--- src/hw/armPkg.sv ---
`default_nettype none

package armPkg;

	// instruction field positions.
	localparam int condFieldHi = 31;
	localparam int condFieldLo = 28;
	localparam int opHi = 27;
	localparam int opLo = 26;
	localparam int functHi = 25;
	localparam int functLo = 20;
	localparam int iBit = 25;
	localparam int cmdHi = 24;
	localparam int cmdLo = 21;
	localparam int sBit = 20;
	localparam int rnHi = 19;
	localparam int rnLo = 16;
	localparam int rdHi = 15;
	localparam int rdLo = 12;
	localparam int rotHi = 11;
	localparam int rotLo = 8;
	localparam int imm8Hi = 7;
	localparam int imm8Lo = 0;
	localparam int rmHi = 3;
	localparam int rmLo = 0;
	localparam int imm24Hi = 23;

	localparam logic [1:0] opDp = 2'b00;
	localparam logic [1:0] opBranch = 2'b10;

	// data-processing cmd field.
	localparam logic [3:0] cmdAnd = 4'b0000;
	localparam logic [3:0] cmdEor = 4'b0001;
	localparam logic [3:0] cmdSub = 4'b0010;
	localparam logic [3:0] cmdRsb = 4'b0011;
	localparam logic [3:0] cmdAdd = 4'b0100;
	localparam logic [3:0] cmdCmp = 4'b1010;
	localparam logic [3:0] cmdOrr = 4'b1100;
	localparam logic [3:0] cmdMov = 4'b1101;

	typedef enum logic [2:0] {
		aluAnd, aluEor, aluSub, aluRsb, aluAdd, aluOrr, aluMov
	} aluOpT;

	typedef enum logic {
		immDp,
		immBranch
	} immSrcT;

	typedef enum logic [3:0] {
		condEq, condNe, condCs, condCc, condMi, condPl, condVs, condVc,
		condHi, condLs, condGe, condLt, condGt, condLe, condAl
	} condT;

	typedef struct packed {
		logic n;
		logic z;
		logic c;
		logic v;
	} flagsT;

	typedef struct packed {
		aluOpT aluOp;
		logic aluSrcImm;
		logic regWrite;
		logic setFlags;
		logic isBranch;
		logic regSrcA; // first port reads r15.
		logic regSrcB; // second port reads Rd.
		immSrcT immSrc;
	} ctrlT;

	typedef struct packed {
		logic valid;
		logic [3:0] cond;
		ctrlT ctrl;
		logic [31:0] rd1;
		logic [31:0] rd2;
		logic [31:0] ext;
		logic [3:0] wa;
		logic [31:0] pcPlus8;
	} decExT;

	typedef struct packed {
		logic valid;
		logic regWrite;
		logic [3:0] wa;
		logic [31:0] result;
		logic branchTaken;
		logic [31:0] branchTarget;
	} exWbT;

endpackage

`default_nettype wire

--- src/hw/controlUnit.sv ---
`timescale 1ns/1ps
`default_nettype none

module controlUnit (
	input logic [1:0] op,
	input logic [5:0] funct,
	output armPkg::ctrlT ctrl
);
	import armPkg::*;

	logic [3:0] cmd;

	assign cmd = funct[cmdHi - functLo:cmdLo - functLo];

	always_comb begin
		ctrl = '0;
		ctrl.aluOp = aluMov;
		ctrl.immSrc = immDp;
		case (op)
			opDp: begin
				ctrl.aluSrcImm = funct[iBit - functLo];
				ctrl.setFlags = funct[sBit - functLo];
				ctrl.regWrite = 1'b1;
				case (cmd)
					cmdAnd: ctrl.aluOp = aluAnd;
					cmdEor: ctrl.aluOp = aluEor;
					cmdSub: ctrl.aluOp = aluSub;
					cmdRsb: ctrl.aluOp = aluRsb;
					cmdAdd: ctrl.aluOp = aluAdd;
					cmdOrr: ctrl.aluOp = aluOrr;
					cmdMov: ctrl.aluOp = aluMov;
					cmdCmp: begin
						ctrl.aluOp = aluSub;
						ctrl.regWrite = 1'b0; // flags only.
						ctrl.setFlags = 1'b1;
					end
					default: begin
						ctrl.regWrite = 1'b0; // unsupported cmd is a no-op.
						ctrl.setFlags = 1'b0;
					end
				endcase
			end
			opBranch: begin
				ctrl.aluOp = aluAdd; // pc+8 plus offset.
				ctrl.aluSrcImm = 1'b1;
				ctrl.isBranch = 1'b1;
				ctrl.regSrcA = 1'b1;
				ctrl.regSrcB = 1'b1; // port two is unused by B.
				ctrl.immSrc = immBranch;
			end
			default: begin
				ctrl.regWrite = 1'b0;
			end
		endcase
	end

endmodule

`default_nettype wire

--- src/hw/immExtend.sv ---
`timescale 1ns/1ps
`default_nettype none

module immExtend (
	input logic [23:0] imm,
	input armPkg::immSrcT immSrc,
	output logic [31:0] ext
);
	import armPkg::*;

	logic [31:0] imm8Z;
	logic [4:0] rotAmt;
	logic [63:0] rotated;

	assign imm8Z = {24'b0, imm[imm8Hi:imm8Lo]};
	assign rotAmt = {imm[rotHi:rotLo], 1'b0}; // twice rot.

	// rotate right through a doubled copy.
	assign rotated = {imm8Z, imm8Z} >> rotAmt;

	always_comb begin
		case (immSrc)
			immBranch: ext = {{6{imm[23]}}, imm, 2'b00}; // word offset.
			default: ext = rotated[31:0];
		endcase
	end

endmodule

`default_nettype wire

--- src/hw/registerFile.sv ---
`timescale 1ns/1ps
`default_nettype none

module registerFile (
	input logic clk,
	input logic rstN,
	input logic we,
	input logic [3:0] wa,
	input logic [3:0] ra1,
	input logic [3:0] ra2,
	input logic [31:0] wd,
	input logic [31:0] pcPlus8,
	output logic [31:0] rd1,
	output logic [31:0] rd2
);

	logic [31:0] regs [0:14]; // r0 to r14.

	always_ff @(posedge clk) begin
		if (we && wa != 4'd15) begin
			regs[wa] <= wd;
		end
	end

	// r15 first, then the write in flight, then the array.
	assign rd1 = (ra1 == 4'd15) ? pcPlus8 :
		(we && wa == ra1) ? wd : regs[ra1];
	assign rd2 = (ra2 == 4'd15) ? pcPlus8 :
		(we && wa == ra2) ? wd : regs[ra2];

	// the control unit never targets the PC.
	noPcWrite: assert property (@(posedge clk) disable iff (!rstN)
		we |-> wa != 4'd15)
		else $error("register file write to r15");

endmodule

`default_nettype wire

--- src/hw/pipeReg.sv ---
`timescale 1ns/1ps
`default_nettype none

module pipeReg #(
	parameter type payloadT = logic
) (
	input logic clk,
	input logic rstN,
	input payloadT d,
	output payloadT q
);

	always_ff @(posedge clk or negedge rstN) begin
		if (!rstN) begin
			q <= '0; // clears valid too.
		end else begin
			q <= d;
		end
	end

endmodule

`default_nettype wire

--- src/hw/decodeStage.sv ---
`timescale 1ns/1ps
`default_nettype none

module decodeStage (
	input logic clk,
	input logic rstN,
	input logic instrValid,
	input logic [31:0] instr,
	input logic [31:0] pcPlus8,
	input logic weW,
	input logic [3:0] waW,
	input logic [31:0] wdW,
	output armPkg::decExT de
);
	import armPkg::*;

	ctrlT ctrl;
	logic [3:0] rn, rd, rm;
	logic [3:0] ra1, ra2;
	logic [31:0] rdA, rdB;
	logic [31:0] ext;

	assign rn = instr[rnHi:rnLo];
	assign rd = instr[rdHi:rdLo];
	assign rm = instr[rmHi:rmLo];

	controlUnit ctrlUnit (
		.op(instr[opHi:opLo]),
		.funct(instr[functHi:functLo]),
		.ctrl(ctrl)
	);

	assign ra1 = ctrl.regSrcA ? 4'd15 : rn;
	assign ra2 = ctrl.regSrcB ? rd : rm;

	immExtend immExt (
		.imm(instr[imm24Hi:0]),
		.immSrc(ctrl.immSrc),
		.ext(ext)
	);

	registerFile regFile (
		.clk(clk),
		.rstN(rstN),
		.we(weW),
		.wa(waW),
		.ra1(ra1),
		.ra2(ra2),
		.wd(wdW),
		.pcPlus8(pcPlus8),
		.rd1(rdA),
		.rd2(rdB)
	);

	always_comb begin
		de.valid = instrValid;
		de.cond = instr[condFieldHi:condFieldLo];
		de.ctrl = ctrl;
		de.rd1 = rdA;
		de.rd2 = rdB;
		de.ext = ext;
		de.wa = rd; // destination is always Rd.
		de.pcPlus8 = pcPlus8;
	end

endmodule

`default_nettype wire

--- src/hw/executeStage.sv ---
`timescale 1ns/1ps
`default_nettype none

module executeStage (
	input logic clk,
	input logic rstN,
	input armPkg::decExT de,
	output armPkg::exWbT ew,
	output armPkg::flagsT flags
);
	import armPkg::*;

	flagsT flagsQ;
	flagsT aluFlags;
	logic condEx;
	logic arith;
	logic cin;
	logic [31:0] srcA, srcB;
	logic [31:0] addX, addY;
	logic [32:0] sum;
	logic [31:0] result;

	always_comb begin
		case (condT'(de.cond))
			condEq: condEx = flagsQ.z;
			condNe: condEx = !flagsQ.z;
			condCs: condEx = flagsQ.c;
			condCc: condEx = !flagsQ.c;
			condMi: condEx = flagsQ.n;
			condPl: condEx = !flagsQ.n;
			condVs: condEx = flagsQ.v;
			condVc: condEx = !flagsQ.v;
			condHi: condEx = flagsQ.c && !flagsQ.z;
			condLs: condEx = !flagsQ.c || flagsQ.z;
			condGe: condEx = flagsQ.n == flagsQ.v;
			condLt: condEx = flagsQ.n != flagsQ.v;
			condGt: condEx = !flagsQ.z && (flagsQ.n == flagsQ.v);
			condLe: condEx = flagsQ.z || (flagsQ.n != flagsQ.v);
			condAl: condEx = 1'b1;
			default: condEx = 1'b0; // 4'b1111 never executes.
		endcase
	end

	assign srcA = de.rd1;
	assign srcB = de.ctrl.aluSrcImm ? de.ext : de.rd2;

	// one adder for add, sub and rsb.
	always_comb begin
		addX = srcA;
		addY = srcB;
		cin = 1'b0;
		arith = 1'b0;
		case (de.ctrl.aluOp)
			aluSub: begin
				addY = ~srcB;
				cin = 1'b1;
				arith = 1'b1;
			end
			aluRsb: begin
				addX = srcB;
				addY = ~srcA;
				cin = 1'b1;
				arith = 1'b1;
			end
			aluAdd: arith = 1'b1;
			default: ;
		endcase
	end

	assign sum = {1'b0, addX} + {1'b0, addY} + {32'b0, cin};

	always_comb begin
		case (de.ctrl.aluOp)
			aluAnd: result = srcA & srcB;
			aluEor: result = srcA ^ srcB;
			aluOrr: result = srcA | srcB;
			aluMov: result = srcB;
			default: result = sum[31:0];
		endcase
	end

	// logical ops leave c and v alone.
	always_comb begin
		aluFlags.n = result[31];
		aluFlags.z = (result == 32'd0);
		aluFlags.c = arith ? sum[32] : flagsQ.c;
		aluFlags.v = arith ? (addX[31] == addY[31]) && (sum[31] != addX[31]) : flagsQ.v;
	end

	always_ff @(posedge clk or negedge rstN) begin
		if (!rstN) begin
			flagsQ <= '0;
		end else if (de.valid && condEx && de.ctrl.setFlags) begin
			flagsQ <= aluFlags;
		end
	end

	always_comb begin
		ew.valid = de.valid;
		ew.regWrite = condEx && de.ctrl.regWrite;
		ew.wa = de.wa;
		ew.result = result;
		ew.branchTaken = condEx && de.ctrl.isBranch;
		ew.branchTarget = result;
	end

	assign flags = flagsQ;

	flagsKnown: assert property (@(posedge clk) disable iff (!rstN)
		!$isunknown(flagsQ))
		else $error("flags unknown");

endmodule

`default_nettype wire

--- src/hw/armCore.sv ---
`timescale 1ns/1ps
`default_nettype none

module armCore (
	input logic clk,
	input logic rstN,
	input logic instrValid,
	input logic [31:0] instr,
	input logic [31:0] pcPlus8,
	output logic wbValid,
	output logic [3:0] wbAddr,
	output logic [31:0] wbData,
	output logic branchTaken,
	output logic [31:0] branchTarget,
	output armPkg::flagsT flags
);
	import armPkg::*;

	decExT deD, deE;
	exWbT ewE, ewW;
	logic weW;

	decodeStage decode (
		.clk(clk),
		.rstN(rstN),
		.instrValid(instrValid),
		.instr(instr),
		.pcPlus8(pcPlus8),
		.weW(weW),
		.waW(ewW.wa),
		.wdW(ewW.result),
		.de(deD)
	);

	pipeReg #(.payloadT(decExT)) deReg (.clk(clk), .rstN(rstN), .d(deD), .q(deE));

	executeStage execute (
		.clk(clk),
		.rstN(rstN),
		.de(deE),
		.ew(ewE),
		.flags(flags)
	);

	pipeReg #(.payloadT(exWbT)) ewReg (.clk(clk), .rstN(rstN), .d(ewE), .q(ewW));

	assign weW = ewW.valid && ewW.regWrite;
	assign wbValid = weW;
	assign wbAddr = ewW.wa;
	assign wbData = ewW.result;
	assign branchTaken = ewW.valid && ewW.branchTaken;
	assign branchTarget = ewW.branchTarget;

endmodule

`default_nettype wire

--- config.mk ---
export PLATFORM = sky130hd
export DESIGN_NAME = armCore
export DESIGN_NICKNAME = d
export VERILOG_FILES = /design/src/hw/armPkg.sv /design/src/hw/controlUnit.sv /design/src/hw/immExtend.sv /design/src/hw/registerFile.sv /design/src/hw/pipeReg.sv /design/src/hw/decodeStage.sv /design/src/hw/executeStage.sv /design/src/hw/armCore.sv
export SDC_FILE = /design/constraint.sdc
export NUM_CORES = 2
export LEC_CHECK = 0
export ABC_AREA = 1
export CAP_MARGIN = 40
export CORE_ASPECT_RATIO = 1.2
export CORE_MARGIN = 2
export CORE_UTILIZATION = 40
export DETAILED_ROUTE_END_ITERATION = 16
export DONT_BUFFER_PORTS = 1
export SYNTH_ARGS = -nofsm -noshare
export SYNTH_HDL_FRONTEND = slang
export SYNTH_HIERARCHICAL = 1
export SYNTH_SLANG_ARGS = --single-unit
--- constraint.sdc ---
create_clock -name clk -period 4.42 [get_ports clk]
set_clock_uncertainty 0.05 [all_clocks]
set_input_delay 0.442 -clock clk [delete_from_list [all_inputs] [get_ports clk]]
set_output_delay 0.442 -clock clk [all_outputs]
set_load 0.05 [all_outputs]
==> reports/metrics.csv <==
metric;value;unit
minimum clock period after layout;4.23;ns
clock power share;0.312;
wirelength, routed;141000;microns
total of max-cap violations;0;
Cell Rows;124;
initial antenna violation count;5;
die outline width;286;microns
ratio of cells with drive above 1 in the final layout;0.0639;
Setup Crit Path Kind;register to register;
final routed DRC violation total;0;
initial core utilization;0.402;
switching part of the total power;0.357;
Worst-Skew Late Latency;0.64;ns
starting DRC count in detailed routing;3843;
final count of negative-setup-slack endpoints;0;
die boundary height;343;microns
final instance area;0.0429;sq mm
largest fanout on the critical path;52;
Final GP Congestion;0.973;
Num CTS Buffers;69;
endpoint required time on the critical path;4.89;ns
Netlist Area Pre-Place;0.0383;sq mm
Placed Instance Area;0.0400;sq mm
net total in the final layout;5023;
cell count after synthesis;4899;
die area;0.0981;sq mm
pin count of the biggest net entering global routing;188;
switching power total;0.00671;W
via count of the first global-routing pass;31800;
headroom to the max-slew limit;0.233;
crit path DAT;4.71;ns
root cell of the clock tree;sky130_fd_sc_hd__clkbuf_16;
H-tree depth;3;
total global routing track utilization;0.281;
first-pass GRT wire length;206000;microns
Routed wire per std cell;22.7;microns
total iterations of the first detailed-routing run;6;
total congestion overflow;0;
area of the core;0.0951;sq mm
internal power contribution;0.0121;W
startpoint type of the worst setup path;register;
syn nets;5063;
detailed placement HPWL;90300;microns
total chip power;0.0188;W
part of the total power dissipated in sequential elements;0.441;
post-detailed-route via-to-cell ratio;5.49;
number of sinks on the clock net;667;
Final period util;0.958;
summed negative setup slack over all endpoints;0;ns
P&R area growth vs syn;12.2;%
Top Ports;141;
worst slew pin tran;1.15;ns
number of filler instances in the final layout;9177;
TritonCTS clock tree;yes;
total power per unit cell area;438;mW/mm^2
Static Leak;19.6;nW
Worst VDD drop;0.236;mV
Final Hold Fails;187;
number of nets still failing antenna checks after routing;0;
Buffers on Ports;0;
max-slew violation count;0;
number of warnings reported in the yosys synthesis log;6;
count of instances resized after the clock tree is built;0;
CTS Buffer Depth;3;
path class of the lowest-slack min-delay path;input pin to async pin;
setup repair after global routing missed its margin;false;
capturing element type of the critical path;register;
run status;finished, violations left;
final worst hold slack;-0.539;ns
Reg clk slew, reported paths;0.06;ns
FMAX;236;MHz
proportion of power drawn by combinational gates;0.247;
number of buffers inserted for hold repair after clock tree synthesis;68;
via count;33900;
failing checks;negative hold slack;
per-instance average area after synthesis;7.81;sq um
-- state kept, by name, indices dropped and copies added (netlist names) --
name	cells
deReg/q	112
execute/flags	4
decode/regFile/regs	480
ewReg/q	71
-- stage by stage --
step                setup WS [ns]  instances  hold slack (ns)   util
floorplan                   0.916       4899           0.0964      -
global placement            0.344       5955            0.102  0.414
detailed placement          0.346       5980            0.101  0.421
CTS                         0.323       6173           -0.581  0.451
global route               0.0120       6177           -0.555  0.451
finish                      0.187       6181           -0.539  0.451
-- critical path, cell delays in order, from the launching register on --
cell	delay, ns
sky130_fd_sc_hd__dfrtp_1	0.44
sky130_fd_sc_hd__inv_2	0.11
sky130_fd_sc_hd__nor2_4	0.03
sky130_fd_sc_hd__inv_1	0.16
sky130_fd_sc_hd__nor2_4	0.09
sky130_fd_sc_hd__buf_12	0.18
sky130_fd_sc_hd__buf_4	0.22
sky130_fd_sc_hd__a221oi_1	0.28
sky130_fd_sc_hd__a21oi_1	0.09
sky130_fd_sc_hd__ha_1	0.41
sky130_fd_sc_hd__nand2_1	0.16
sky130_fd_sc_hd__nor4_1	0.71
sky130_fd_sc_hd__a21oi_1	0.30
sky130_fd_sc_hd__nand2_1	0.19
sky130_fd_sc_hd__nand2_1	0.06
sky130_fd_sc_hd__nand3_1	0.07
sky130_fd_sc_hd__nand2_1	0.22
sky130_fd_sc_hd__nand2_1	0.13
sky130_fd_sc_hd__nor2_1	0.05
sky130_fd_sc_hd__nand3_1	0.07
sky130_fd_sc_hd__nand2_1	0.05
-- layout by cell type, fill, tap and decap left out, types with 7 or more instances in the layout --
cell type	count
sky130_fd_sc_hd__nand2_1	1916
sky130_fd_sc_hd__nand3_1	737
sky130_fd_sc_hd__edfxtp_1	480
sky130_fd_sc_hd__inv_1	453
sky130_fd_sc_hd__nor2_1	265
sky130_fd_sc_hd__dfrtp_1	187
sky130_fd_sc_hd__a21oi_1	113
sky130_fd_sc_hd__ha_1	95
sky130_fd_sc_hd__buf_4	91
sky130_fd_sc_hd__clkbuf_16	69
sky130_fd_sc_hd__dlygate4sd3_1	68
sky130_fd_sc_hd__o21ai_0	65
sky130_fd_sc_hd__nand4_1	42
sky130_fd_sc_hd__a221oi_1	34
sky130_fd_sc_hd__o22ai_1	25
sky130_fd_sc_hd__inv_2	23
sky130_fd_sc_hd__o21ai_1	22
sky130_fd_sc_hd__nor2_4	21
sky130_fd_sc_hd__buf_16	20
sky130_fd_sc_hd__clkbuf_1	19
sky130_fd_sc_hd__buf_12	19
sky130_fd_sc_hd__o211ai_1	15
sky130_fd_sc_hd__or2_2	12
sky130_fd_sc_hd__nand3b_1	11
sky130_fd_sc_hd__clkinv_2	10
sky130_fd_sc_hd__nor2_2	10
sky130_fd_sc_hd__and2_1	10
sky130_fd_sc_hd__diode_2	8
sky130_fd_sc_hd__clkinv_1	8
sky130_fd_sc_hd__inv_6	7
-- cell type report --
cell class,instances,area [sq um],area share
Sequential cell,667,19100,0.445
Multi-Input combinational cell,3441,15900,0.370
Timing Repair Buffer,201,2340,0.0545
Clock buffer,92,1850,0.0432
Inverter,479,1810,0.0422
Tap cell,1260,1580,0.0367
Clock inverter,33,355,0.00828
Antenna cell,8,20.0,0.000467
-- power groups by stage --
stage          registers [W]  logic, W  clock network, W
3_3_place_gp         0.00882   0.00369                 0
5_1_grt              0.00832   0.00504           0.00618
3_5_place_dp         0.00840   0.00450                 0
2_1_floorplan        0.00864   0.00240                 0
6_report             0.00829   0.00465           0.00586
4_1_cts              0.00828   0.00459           0.00594
-- routing by layer --
layer	up-vias	global-route usage	wire length [microns]
met5	-	0	0
li1	15800	-	-
met2	1730	0.469	66500
met1	16000	0.347	53700
met3	395	0.0471	12000
met4	0	0.157	8390
-- repair_timing --
| item | 4_1_cts | 5_1_grt |
|---|---|---|
| setup buffers | 0 | 0 |
| endpoints found under the hold margin | 288 | 187 |
| endpoints found under the setup margin | 0 | 0 |
-- path summary, 6_finish.rpt --
path | start | end | slack, ns | cells past startpoint
worst max register to register | deReg/q[140] | execute/flags[2] | 0.19 | 20
worst min-delay path | rstN | ewReg/q[3] | -0.54 | 0
worst min register to register | deReg/q[33] | ewReg/q[66] | 0.30 | 0
min in group clk | instr[19] | deReg/q[57] | 0.01 | 2
worst max-delay path | deReg/q[140] | execute/flags[2] | 0.19 | 20
max in group asynchronous | rstN | deReg/q[94] | 4.57 | 0
Note: power is estimated with default switching activity, not from simulation.
